[src/stream_alu_pkg.sv]
// --------------------------------------------------------------------
// Shared types and constants for the streaming integer ALU.
// Modules refer to these through scoped names on the package.
// --------------------------------------------------------------------
package stream_alu_pkg;

    // Width of each operand and of the result word
    localparam int data_w = 16;

    // Number of register stages in the arithmetic pipeline
    localparam int pipe_depth = 3;

    // Operation selector carried with each request
    typedef enum logic [1:0] {
        // Sum of a and b
        op_add = 2'd0,
        // Difference a minus b
        op_sub = 2'd1,
        // Low half of the full product
        op_mul = 2'd2,
        // Bitwise exclusive or
        op_xor = 2'd3
    } alu_op_t;

    // One request word as it travels from the input port to the pipeline
    // Layout from the top bit down is op, a, b, last (35 bits)
    typedef struct packed {
        alu_op_t              op;
        logic [data_w-1:0]    a;
        logic [data_w-1:0]    b;
        // Marks the final word of a packet, passed through untouched
        logic                 last;
    } alu_req_t;

    // One response word as it leaves the pipeline and the FIFO
    // Layout from the top bit down is result, last (17 bits)
    typedef struct packed {
        logic [data_w-1:0]    result;
        // Copied from the matching request
        logic                 last;
    } alu_rsp_t;

endpackage

[src/alu_pipeline.sv]
// --------------------------------------------------------------------
// Three-stage arithmetic pipeline that accepts one request per cycle
// and never stalls. Results leave exactly three cycles after issue.
// --------------------------------------------------------------------
`timescale 1ns/1ps

module alu_pipeline (
    input  logic                     aclk,
    input  logic                     resetn,
    input  logic                     issue_valid,
    input  stream_alu_pkg::alu_req_t issue_req,
    output logic                     done_valid,
    output stream_alu_pkg::alu_rsp_t done_rsp
);

    // One-hot operation select, bit order add, sub, mul, xor
    logic [3:0]                          op_sel;

    // Stage one holds the operands and the decoded select
    logic                                s1_valid;
    logic [3:0]                          s1_sel;
    logic [stream_alu_pkg::data_w-1:0]   s1_a;
    logic [stream_alu_pkg::data_w-1:0]   s1_b;
    logic                                s1_last;

    // Combinational results computed from stage one
    logic [stream_alu_pkg::data_w-1:0]   sum;
    logic [stream_alu_pkg::data_w-1:0]   diff;
    logic [stream_alu_pkg::data_w-1:0]   prod;
    logic [stream_alu_pkg::data_w-1:0]   bits;
    logic [stream_alu_pkg::data_w-1:0]   result;

    // Stage two holds the selected result
    logic                                s2_valid;
    logic [stream_alu_pkg::data_w-1:0]   s2_result;
    logic                                s2_last;

    // Stage three is the response register
    logic                                s3_valid;
    stream_alu_pkg::alu_rsp_t            s3_rsp;

    always_comb
    begin
        op_sel = 4'b0000;
        case (issue_req.op)
            stream_alu_pkg::op_add: op_sel = 4'b0001;
            stream_alu_pkg::op_sub: op_sel = 4'b0010;
            stream_alu_pkg::op_mul: op_sel = 4'b0100;
            stream_alu_pkg::op_xor: op_sel = 4'b1000;
            default:                op_sel = 4'b0000;
        endcase
    end

    // All four results wrap modulo 2 to the data width
    assign sum  = s1_a + s1_b;
    assign diff = s1_a - s1_b;
    // Only the low half of the product is kept
    assign prod = s1_a * s1_b;
    assign bits = s1_a ^ s1_b;

    // AND-OR mux driven by the one-hot select
    assign result = ({stream_alu_pkg::data_w{s1_sel[0]}} & sum)
                  | ({stream_alu_pkg::data_w{s1_sel[1]}} & diff)
                  | ({stream_alu_pkg::data_w{s1_sel[2]}} & prod)
                  | ({stream_alu_pkg::data_w{s1_sel[3]}} & bits);

    // Valid bits shift along with the data, one per stage
    always_ff @(posedge aclk)
    begin
        if (!resetn)
        begin
            s1_valid <= 1'b0;
            s2_valid <= 1'b0;
            s3_valid <= 1'b0;
        end
        else
        begin
            s1_valid <= issue_valid;
            s2_valid <= s1_valid;
            s3_valid <= s2_valid;
        end
    end

    // Payload moves every cycle; stale words are masked by the valid bits
    always_ff @(posedge aclk)
    begin
        s1_sel           <= op_sel;
        s1_a             <= issue_req.a;
        s1_b             <= issue_req.b;
        s1_last          <= issue_req.last;
        s2_result        <= result;
        s2_last          <= s1_last;
        s3_rsp.result    <= s2_result;
        s3_rsp.last      <= s2_last;
    end

    assign done_valid = s3_valid;
    assign done_rsp   = s3_rsp;

endmodule

[src/result_fifo.sv]
// --------------------------------------------------------------------
// Synchronous first-word-fall-through FIFO for pipeline responses.
// Pushes are never refused, the upstream semaphore reserves space.
// --------------------------------------------------------------------
`timescale 1ns/1ps

module result_fifo #(
    parameter int depth = 8
) (
    input  logic                     aclk,
    input  logic                     resetn,
    input  logic                     push,
    input  stream_alu_pkg::alu_rsp_t push_rsp,
    output logic                     pop_valid,
    input  logic                     pop_ready,
    output stream_alu_pkg::alu_rsp_t pop_rsp
);

    localparam int ptr_w = $clog2(depth);
    localparam int cnt_w = $clog2(depth + 1);
    // Highest slot index, pointers wrap here so depth need not be a power of two
    localparam logic [ptr_w-1:0] last_idx = ptr_w'(depth - 1);

    stream_alu_pkg::alu_rsp_t mem [depth];
    logic [ptr_w-1:0]         wr_ptr;
    logic [ptr_w-1:0]         rd_ptr;
    logic [cnt_w-1:0]         count;
    // Downstream takes the head word this cycle
    logic                     pop;

    // Head word is read straight from storage
    assign pop_valid = (count != '0);
    assign pop_rsp   = mem[rd_ptr];
    assign pop       = pop_valid && pop_ready;

    always_ff @(posedge aclk)
    begin
        if (push)
        begin
            mem[wr_ptr] <= push_rsp;
        end
    end

    always_ff @(posedge aclk)
    begin
        if (!resetn)
        begin
            wr_ptr <= '0;
            rd_ptr <= '0;
            count  <= '0;
        end
        else
        begin
            if (push)
            begin
                wr_ptr <= (wr_ptr == last_idx) ? '0 : wr_ptr + 1'b1;
            end
            if (pop)
            begin
                rd_ptr <= (rd_ptr == last_idx) ? '0 : rd_ptr + 1'b1;
            end
            // Occupancy only moves when exactly one side is active
            if (push && !pop)
            begin
                count <= count + 1'b1;
            end
            else if (!push && pop)
            begin
                count <= count - 1'b1;
            end
        end
    end

endmodule

[src/skid_buffer.sv]
// --------------------------------------------------------------------
// Two-entry skid buffer with a registered output word and registered
// input ready, so no combinational path runs from out_ready to in_ready.
// --------------------------------------------------------------------
`timescale 1ns/1ps

module skid_buffer #(
    parameter int width = 8
) (
    input  logic             aclk,
    input  logic             resetn,
    input  logic             in_valid,
    output logic             in_ready,
    input  logic [width-1:0] in_data,
    output logic             out_valid,
    input  logic             out_ready,
    output logic [width-1:0] out_data
);

    // Side word catches one item that arrives while the output is stuck
    logic             side_valid;
    logic [width-1:0] side_data;
    // Input handshake completes this cycle
    logic             in_take;
    // Output register is empty or is being drained this cycle
    logic             out_free;
    // Occupancy of the side word after this cycle's edge
    logic             side_next;

    assign in_take  = in_valid && in_ready;
    assign out_free = !out_valid || out_ready;

    always_comb
    begin
        side_next = side_valid;
        // A free output always drains the side word first
        if (side_valid && out_free)
        begin
            side_next = 1'b0;
        end
        // New item with a blocked output has to park in the side word
        else if (in_take && !out_free)
        begin
            side_next = 1'b1;
        end
    end

    always_ff @(posedge aclk)
    begin
        if (!resetn)
        begin
            out_valid  <= 1'b0;
            side_valid <= 1'b0;
            // Input stays closed until the first cycle after reset
            in_ready   <= 1'b0;
        end
        else
        begin
            side_valid <= side_next;
            // Ready only while the side word can still take an item
            in_ready   <= !side_next;
            if (out_free)
            begin
                out_valid <= side_valid || in_take;
            end
        end
    end

    // Payload registers carry no reset, the valid flags qualify them
    always_ff @(posedge aclk)
    begin
        if (out_free)
        begin
            // Older side item goes out ahead of anything on the input
            out_data <= side_valid ? side_data : in_data;
        end
        if (in_take && !out_free)
        begin
            side_data <= in_data;
        end
    end

endmodule

[src/stream_alu.sv]
// --------------------------------------------------------------------
// Top level of the streaming ALU. Requests enter on the s port and
// responses leave in order on the m port, both valid/ready.
// --------------------------------------------------------------------
`timescale 1ns/1ps

module stream_alu #(
    parameter int max_in_flight = 8
) (
    input  logic                     aclk,
    input  logic                     resetn,
    input  logic                     s_valid,
    output logic                     s_ready,
    input  stream_alu_pkg::alu_req_t s_req,
    output logic                     m_valid,
    input  logic                     m_ready,
    output stream_alu_pkg::alu_rsp_t m_rsp,
    output logic                     idle
);

    // Semaphore to pipeline, no ready on this path
    logic                     issue_valid;
    stream_alu_pkg::alu_req_t issue_req;
    // Pipeline to FIFO push side
    logic                     done_valid;
    stream_alu_pkg::alu_rsp_t done_rsp;
    // A response leaves the design this cycle
    logic                     pop;

    assign pop = m_valid && m_ready;

    // Gates entry so the FIFO below can never overflow
    stream_semaphore #(
        .max_in_flight(max_in_flight)
    ) semaphore_inst (
        .aclk        (aclk),
        .resetn      (resetn),
        .s_valid     (s_valid),
        .s_ready     (s_ready),
        .s_req       (s_req),
        .release_item(pop),
        .issue_valid (issue_valid),
        .issue_req   (issue_req),
        .idle        (idle)
    );

    alu_pipeline pipeline_inst (
        .aclk       (aclk),
        .resetn     (resetn),
        .issue_valid(issue_valid),
        .issue_req  (issue_req),
        .done_valid (done_valid),
        .done_rsp   (done_rsp)
    );

    // Depth equals the in-flight limit so every issued item has a slot
    result_fifo #(
        .depth(max_in_flight)
    ) fifo_inst (
        .aclk     (aclk),
        .resetn   (resetn),
        .push     (done_valid),
        .push_rsp (done_rsp),
        .pop_valid(m_valid),
        .pop_ready(m_ready),
        .pop_rsp  (m_rsp)
    );

endmodule

[src/stream_semaphore.sv]
// --------------------------------------------------------------------
// Flow control in front of the non-stalling pipeline. Counts items in
// flight up to the FIFO output and only issues while there is room.
// --------------------------------------------------------------------
`timescale 1ns/1ps

module stream_semaphore #(
    parameter int max_in_flight = 8
) (
    input  logic                     aclk,
    input  logic                     resetn,
    input  logic                     s_valid,
    output logic                     s_ready,
    input  stream_alu_pkg::alu_req_t s_req,
    input  logic                     release_item,
    output logic                     issue_valid,
    output stream_alu_pkg::alu_req_t issue_req,
    output logic                     idle
);

    // Counter must hold every value from zero up to the limit itself
    localparam int cnt_w = $clog2(max_in_flight + 1);
    localparam logic [cnt_w-1:0] limit = cnt_w'(max_in_flight);

    logic [cnt_w-1:0] count;
    // Skid buffer holds a request ready to go
    logic             buffered_valid;
    // Room remains downstream for one more item
    logic             free;

    assign free = (count < limit);

    // Input side of the semaphore is decoupled by a skid buffer
    skid_buffer #(
        .width($bits(stream_alu_pkg::alu_req_t))
    ) skid_inst (
        .aclk     (aclk),
        .resetn   (resetn),
        .in_valid (s_valid),
        .in_ready (s_ready),
        .in_data  (s_req),
        .out_valid(buffered_valid),
        .out_ready(free),
        .out_data (issue_req)
    );

    // The pipeline has no ready, so an offered item is taken at once
    assign issue_valid = buffered_valid && free;

    always_ff @(posedge aclk)
    begin
        if (!resetn)
        begin
            count <= '0;
            idle  <= 1'b1;
        end
        else
        begin
            // Issue and release in the same cycle cancel out
            if (issue_valid && !release_item)
            begin
                count <= count + 1'b1;
            end
            else if (!issue_valid && release_item)
            begin
                count <= count - 1'b1;
            end
            // Idle lags the count by one cycle
            idle <= (count == '0);
        end
    end

endmodule

[config.mk]
export PLATFORM = sky130hd
export DESIGN_NAME = stream_alu
export DESIGN_NICKNAME = d
export VERILOG_FILES = /design/src/stream_alu_pkg.sv /design/src/alu_pipeline.sv /design/src/result_fifo.sv /design/src/skid_buffer.sv /design/src/stream_alu.sv /design/src/stream_semaphore.sv
export SDC_FILE = /design/constraint.sdc
export NUM_CORES = 1
export LEC_CHECK = 0
export BUFFER_PORTS_ARGS = -buffer_cell sky130_fd_sc_hd__buf_2
export CORE_ASPECT_RATIO = 1.5
export CORE_MARGIN = 3
export CORE_UTILIZATION = 65
export CTS_BUF_LIST = sky130_fd_sc_hd__clkbuf_8
export DETAILED_ROUTE_END_ITERATION = 7
export HOLD_SLACK_MARGIN = 0.06
export PLACE_DENSITY = 0.82
export SLEW_MARGIN = 20
export SYNTH_ARGS = -nofsm -noshare
export SYNTH_HDL_FRONTEND = slang
export SYNTH_SLANG_ARGS = --single-unit
[constraint.sdc]
create_clock -name aclk -period 6.9 [get_ports aclk]
set_input_delay 0.345 -clock aclk [delete_from_list [all_inputs] [get_ports aclk]]
set_output_delay 0.345 -clock aclk [all_outputs]
set_load 0.02 [all_outputs]
==> impl_metrics.py <==
metrics = {
    "cells_and_area": {
        "antenna_cells": 0,
        "fill_cells": 1553,
        "layout.nets": 1539,
        "postLayoutCellArea_sq_um": 17600,
        "stdcell_count": 1678,
        "area_growth_syn_to_layout_pct": 11.6,
        "post_route_cells_drive_above_1_share": 0.169,
    },
    "power": {
        "power.share.clock": 0.189,
        "intPower_mw": 4.59,
        "peakVddDrop_v": 0.000385,
        "seq_power_share": 0.321,
        "comb_power_share": 0.490,
        "total_leakage_power_nw": 7.04,
        "power.net_switching_mw": 2.77,
        "pwr_density_cell_nw_per_um2": 417,
        "switching_share": 0.377,
    },
    "global_route": {
        "largest_net_degree_at_the_start_of_global_routing": 39,
        "first_global_vias": 10600,
        "overflow": 0,
        "antenna_found_initial": 0,
        "grt_pass1_wl_um": 54700,
        "globalRouteTotalUtil": 0.268,
    },
    "setup_path": {
        "worstSetupPathType": "register to register",
        "crit_slowest_cell": "sky130_fd_sc_hd__dfxtp_1",
        "timing.critical_path.from": "pipeline_inst.s1_b[1]$_DFF_P_",
        "setup.worst_path.start_class": "register",
        "critical-path-top-cell-by-count": "sky130_fd_sc_hd__fa_1",
        "crit_path_end_kind": "register",
        "worstPathMaxFanout": 16,
        "timing.critical_path.cells": "nand2_1 -> fa_1 -> fa_1 -> fa_1 -> fa_1 -> inv_1 -> fa_1 -> inv_1 -> fa_1 -> inv_1 -> ha_1 -> a21o_1 -> nor3_1 -> o21ai_0 -> a31o_2 -> a21oi_1 -> xnor2_1 -> a221o_1",
        "max_stage_delay_ps": 780,
        "crit_arrival_ps": 6330,
        "r2r-start": "pipeline_inst.s1_b[1]$_DFF_P_",
        "worstPathRequired_ps": 7350,
    },
    "floorplan": {
        "die_height_um": 197,
        "die_width_um": 133,
        "ios": 59,
        "fp-row-count": 69,
        "floorplan.core_area_sq_um": 23800,
        "floorplan.initialDensity": 0.663,
        "overall_die_area_sq_um": 26300,
    },
    "routing": {
        "totalWireLength_um": 33300,
        "firstDrtPassIters": 5,
        "drt_iter0_drc": 569,
        "vias_per_cell": 5.78,
        "routedWlPerCell_um": 19.9,
        "count_of_antenna_violating_nets_left_after_detailed_routing": 0,
        "route.vias.total": 9699,
        "residual_drc_count": 0,
    },
    "clock_tree": {
        "worst_setup_hold_path_clk_slew_ps": 70,
        "clock_tree.htree_level_count": 2,
        "cts_repair_resize_count": 0,
        "cts-root-buf": "sky130_fd_sc_hd__clkbuf_8",
        "clock_path_buffers": 3,
        "cts_tree": "yes",
        "insertion_delay_ps": 560,
        "postCtsHoldBufs": 35,
        "post_cts.repair.setup_buffers": 0,
        "cts_inserted_buffers": 41,
        "clock-sinks": 301,
    },
    "synth": {
        "synth_ff_type": "sky130_fd_sc_hd__edfxtp_1",
        "synthCells": 1227,
        "ys_warn_count": 0,
        "yosys.cell_types.count": 65,
        "syn_area_per_cell_sq_um": 12.9,
        "yosysSeqAreaShare": 0.512,
        "number_of_synthesized_flops_with_an_enable_pin": 206,
        "asyncSetResetFlopFracSynth": 0,
        "netlist_area_sq_um": 15800,
        "synthesis.nets": 1439,
        "ys_ff_latch": 301,
    },
    "sta": {
        "fin_worst_skew_ps": 14.3,
        "timing.final.crit_share": 0.853,
        "finalCriticalPeriod_ps": 5880,
        "layout_setup_ws_ps": 1020,
        "maxClockFrequency_ghz": 0.170,
        "timing.final.max_slew_violations": 0,
        "holdWs_ps": 114,
        "hold_viol": 0,
        "fin_tns_setup_ps": 0,
        "setup_violations": 0,
        "max-slew-margin-rel": 0.285,
        "unrepaired_setup_endpoints_after_global_routing": "false",
        "worst_pin_slew_ps": 1070,
    },
    "place": {
        "detailedPlacementHpwl_um": 23400,
        "placed_cells": 1568,
        "placement.cell_area_sq_um": 16400,
        "place.gp.congestion": 0.970,
        "post-place-ws_ps": 1040,
        "numPortBuffers": 58,
    },
    "min_path": {
        "holdCritPathClass": "input port to register",
        "hp-start": "m_ready",
    },
    "outcome": {
        "outcome": "finished clean",
    },
    "job": {
        "max_cap_viol_count": 0,
    },
}
## power by group through the flow
stage / sequential [mW] / combinational, mW / clock (mW)
2_1_floorplan: 2.31 / 2.78 / 0
3_3_place_gp: 2.38 / 3.48 / 0
3_5_place_dp: 2.40 / 3.58 / 0
4_1_cts: 2.36 / 3.61 / 1.42
5_1_grt: 2.39 / 4.02 / 1.50
6_report: 2.36 / 3.60 / 1.39
## critical path: cells and delay by family, from the launching register on
family / cells / cell delay, ps
AO/OA/AOI/OAI: 5 / 1080
AND/OR/NAND/NOR: 2 / 300
XOR/XNOR: 1 / 90
adder cells (fa/ha/maj): 7 / 3360
flip-flops: 1 / 780
buffers and inverters: 3 / 140
## logic make-up (layout without fill, tap and decap cells)
logic type,count (synthesis),count (layout),share of synthesized area
compound gates,134,134,0.0594
xor+xnor,55,55,0.0305
fa+ha+maj,173,173,0.177
buf+inv,193,325,0.0465
flops,301,301,0.512
mux,92,92,0.0894
simple gates,279,279,0.0860
## cell type report
type                       count  area (sq um)  area share
clock inverter                27           203      0.0115
inverter                     146           548      0.0311
tap                          319           399      0.0226
sequential                   301          8090       0.459
multi-input combinational    733          7020       0.398
timing repair buffer         104           723      0.0410
clock buffer                  48           661      0.0375
## sequential cells by signal (all words and copies together), names as in the netlist, 4 cells and up, named ones only
register	flops
pipeline_inst.done_rsp	17
semaphore_inst.skid_inst.out_data	35
pipeline_inst.s1_a	16
pipeline_inst.s1_b	16
pipeline_inst.s1_sel	4
pipeline_inst.s2_result	16
fifo_inst.mem	136
semaphore_inst.count	4
semaphore_inst.skid_inst.side_data	35
fifo_inst.count	4
## metal layers
layer	vias to the layer above	GRT usage	wire length [um]
met4	0	0.147	1950
met5	-	0	0
met3	140	0.0388	1500
met2	340	0.498	18200
met1	4765	0.293	11700
li1	4454	-	-
## cell usage after synthesis, drive strengths merged (6+ instances only)
library cell,instances,area share
edfxtp,206,0.39
nor2b,12,0.0047
a21oi,28,0.0089
nor2,50,0.012
and2,64,0.025
xnor2,47,0.026
ha,89,0.070
nand2,100,0.024
nand3,9,0.0028
xor2,8,0.0044
o21bai,6,0.0028
nor3,17,0.0054
nand2b,7,0.0028
mux4,34,0.048
o21ai,28,0.0089
dfxtp,95,0.12
fa,84,0.11
or3,6,0.0024
clkbuf,38,0.0090
a21o,11,0.0052
o22ai,6,0.0024
buf,9,0.0028
inv,145,0.034
mux2,53,0.038
## layout by cell type, fill, tap and decap left out, types with 6 or more instances in the layout
cell type and instances:
sky130_fd_sc_hd__a21o_1 11, sky130_fd_sc_hd__a21oi_1 28, sky130_fd_sc_hd__and2_1 64, sky130_fd_sc_hd__buf_2 58
sky130_fd_sc_hd__buf_4 11, sky130_fd_sc_hd__clkbuf_8 48, sky130_fd_sc_hd__clkinv_1 8, sky130_fd_sc_hd__dfxtp_1 94
sky130_fd_sc_hd__dlygate4sd3_1 35, sky130_fd_sc_hd__edfxtp_1 206, sky130_fd_sc_hd__fa_1 84, sky130_fd_sc_hd__ha_1 89
sky130_fd_sc_hd__inv_1 154, sky130_fd_sc_hd__mux2_2 53, sky130_fd_sc_hd__mux4_2 34, sky130_fd_sc_hd__nand2_1 100
sky130_fd_sc_hd__nand2b_1 7, sky130_fd_sc_hd__nand3_1 9, sky130_fd_sc_hd__nor2_1 49, sky130_fd_sc_hd__nor2b_1 12
sky130_fd_sc_hd__nor3_1 15, sky130_fd_sc_hd__o21ai_0 27, sky130_fd_sc_hd__o21bai_1 6, sky130_fd_sc_hd__o22ai_1 6
sky130_fd_sc_hd__or3_1 6, sky130_fd_sc_hd__xnor2_1 47, sky130_fd_sc_hd__xor2_1 8
## path summary, 6_finish.rpt
kind | endpoint | slack [ps] | depth (start not counted)
worst min register to register | pipeline_inst.s2_last$_DFF_P_ | 320 | 0
worst max register to register | pipeline_inst.s2_result[14]$_DFF_P_ | 1020 | 18
worst min-delay path | fifo_inst.rd_ptr[2]$_SDFFE_PN0P_ | 110 | 3
worst max-delay path | pipeline_inst.s2_result[14]$_DFF_P_ | 1020 | 18
## stage by stage
step,power (mW),util
final,7.36,0.740
after global routing,7.91,0.740
after CTS,7.38,0.740
after detailed placement,5.98,0.689
after global placement,5.86,0.689
after floorplan,5.10,-
No activity file was read; power rests on OpenSTA's default activity.
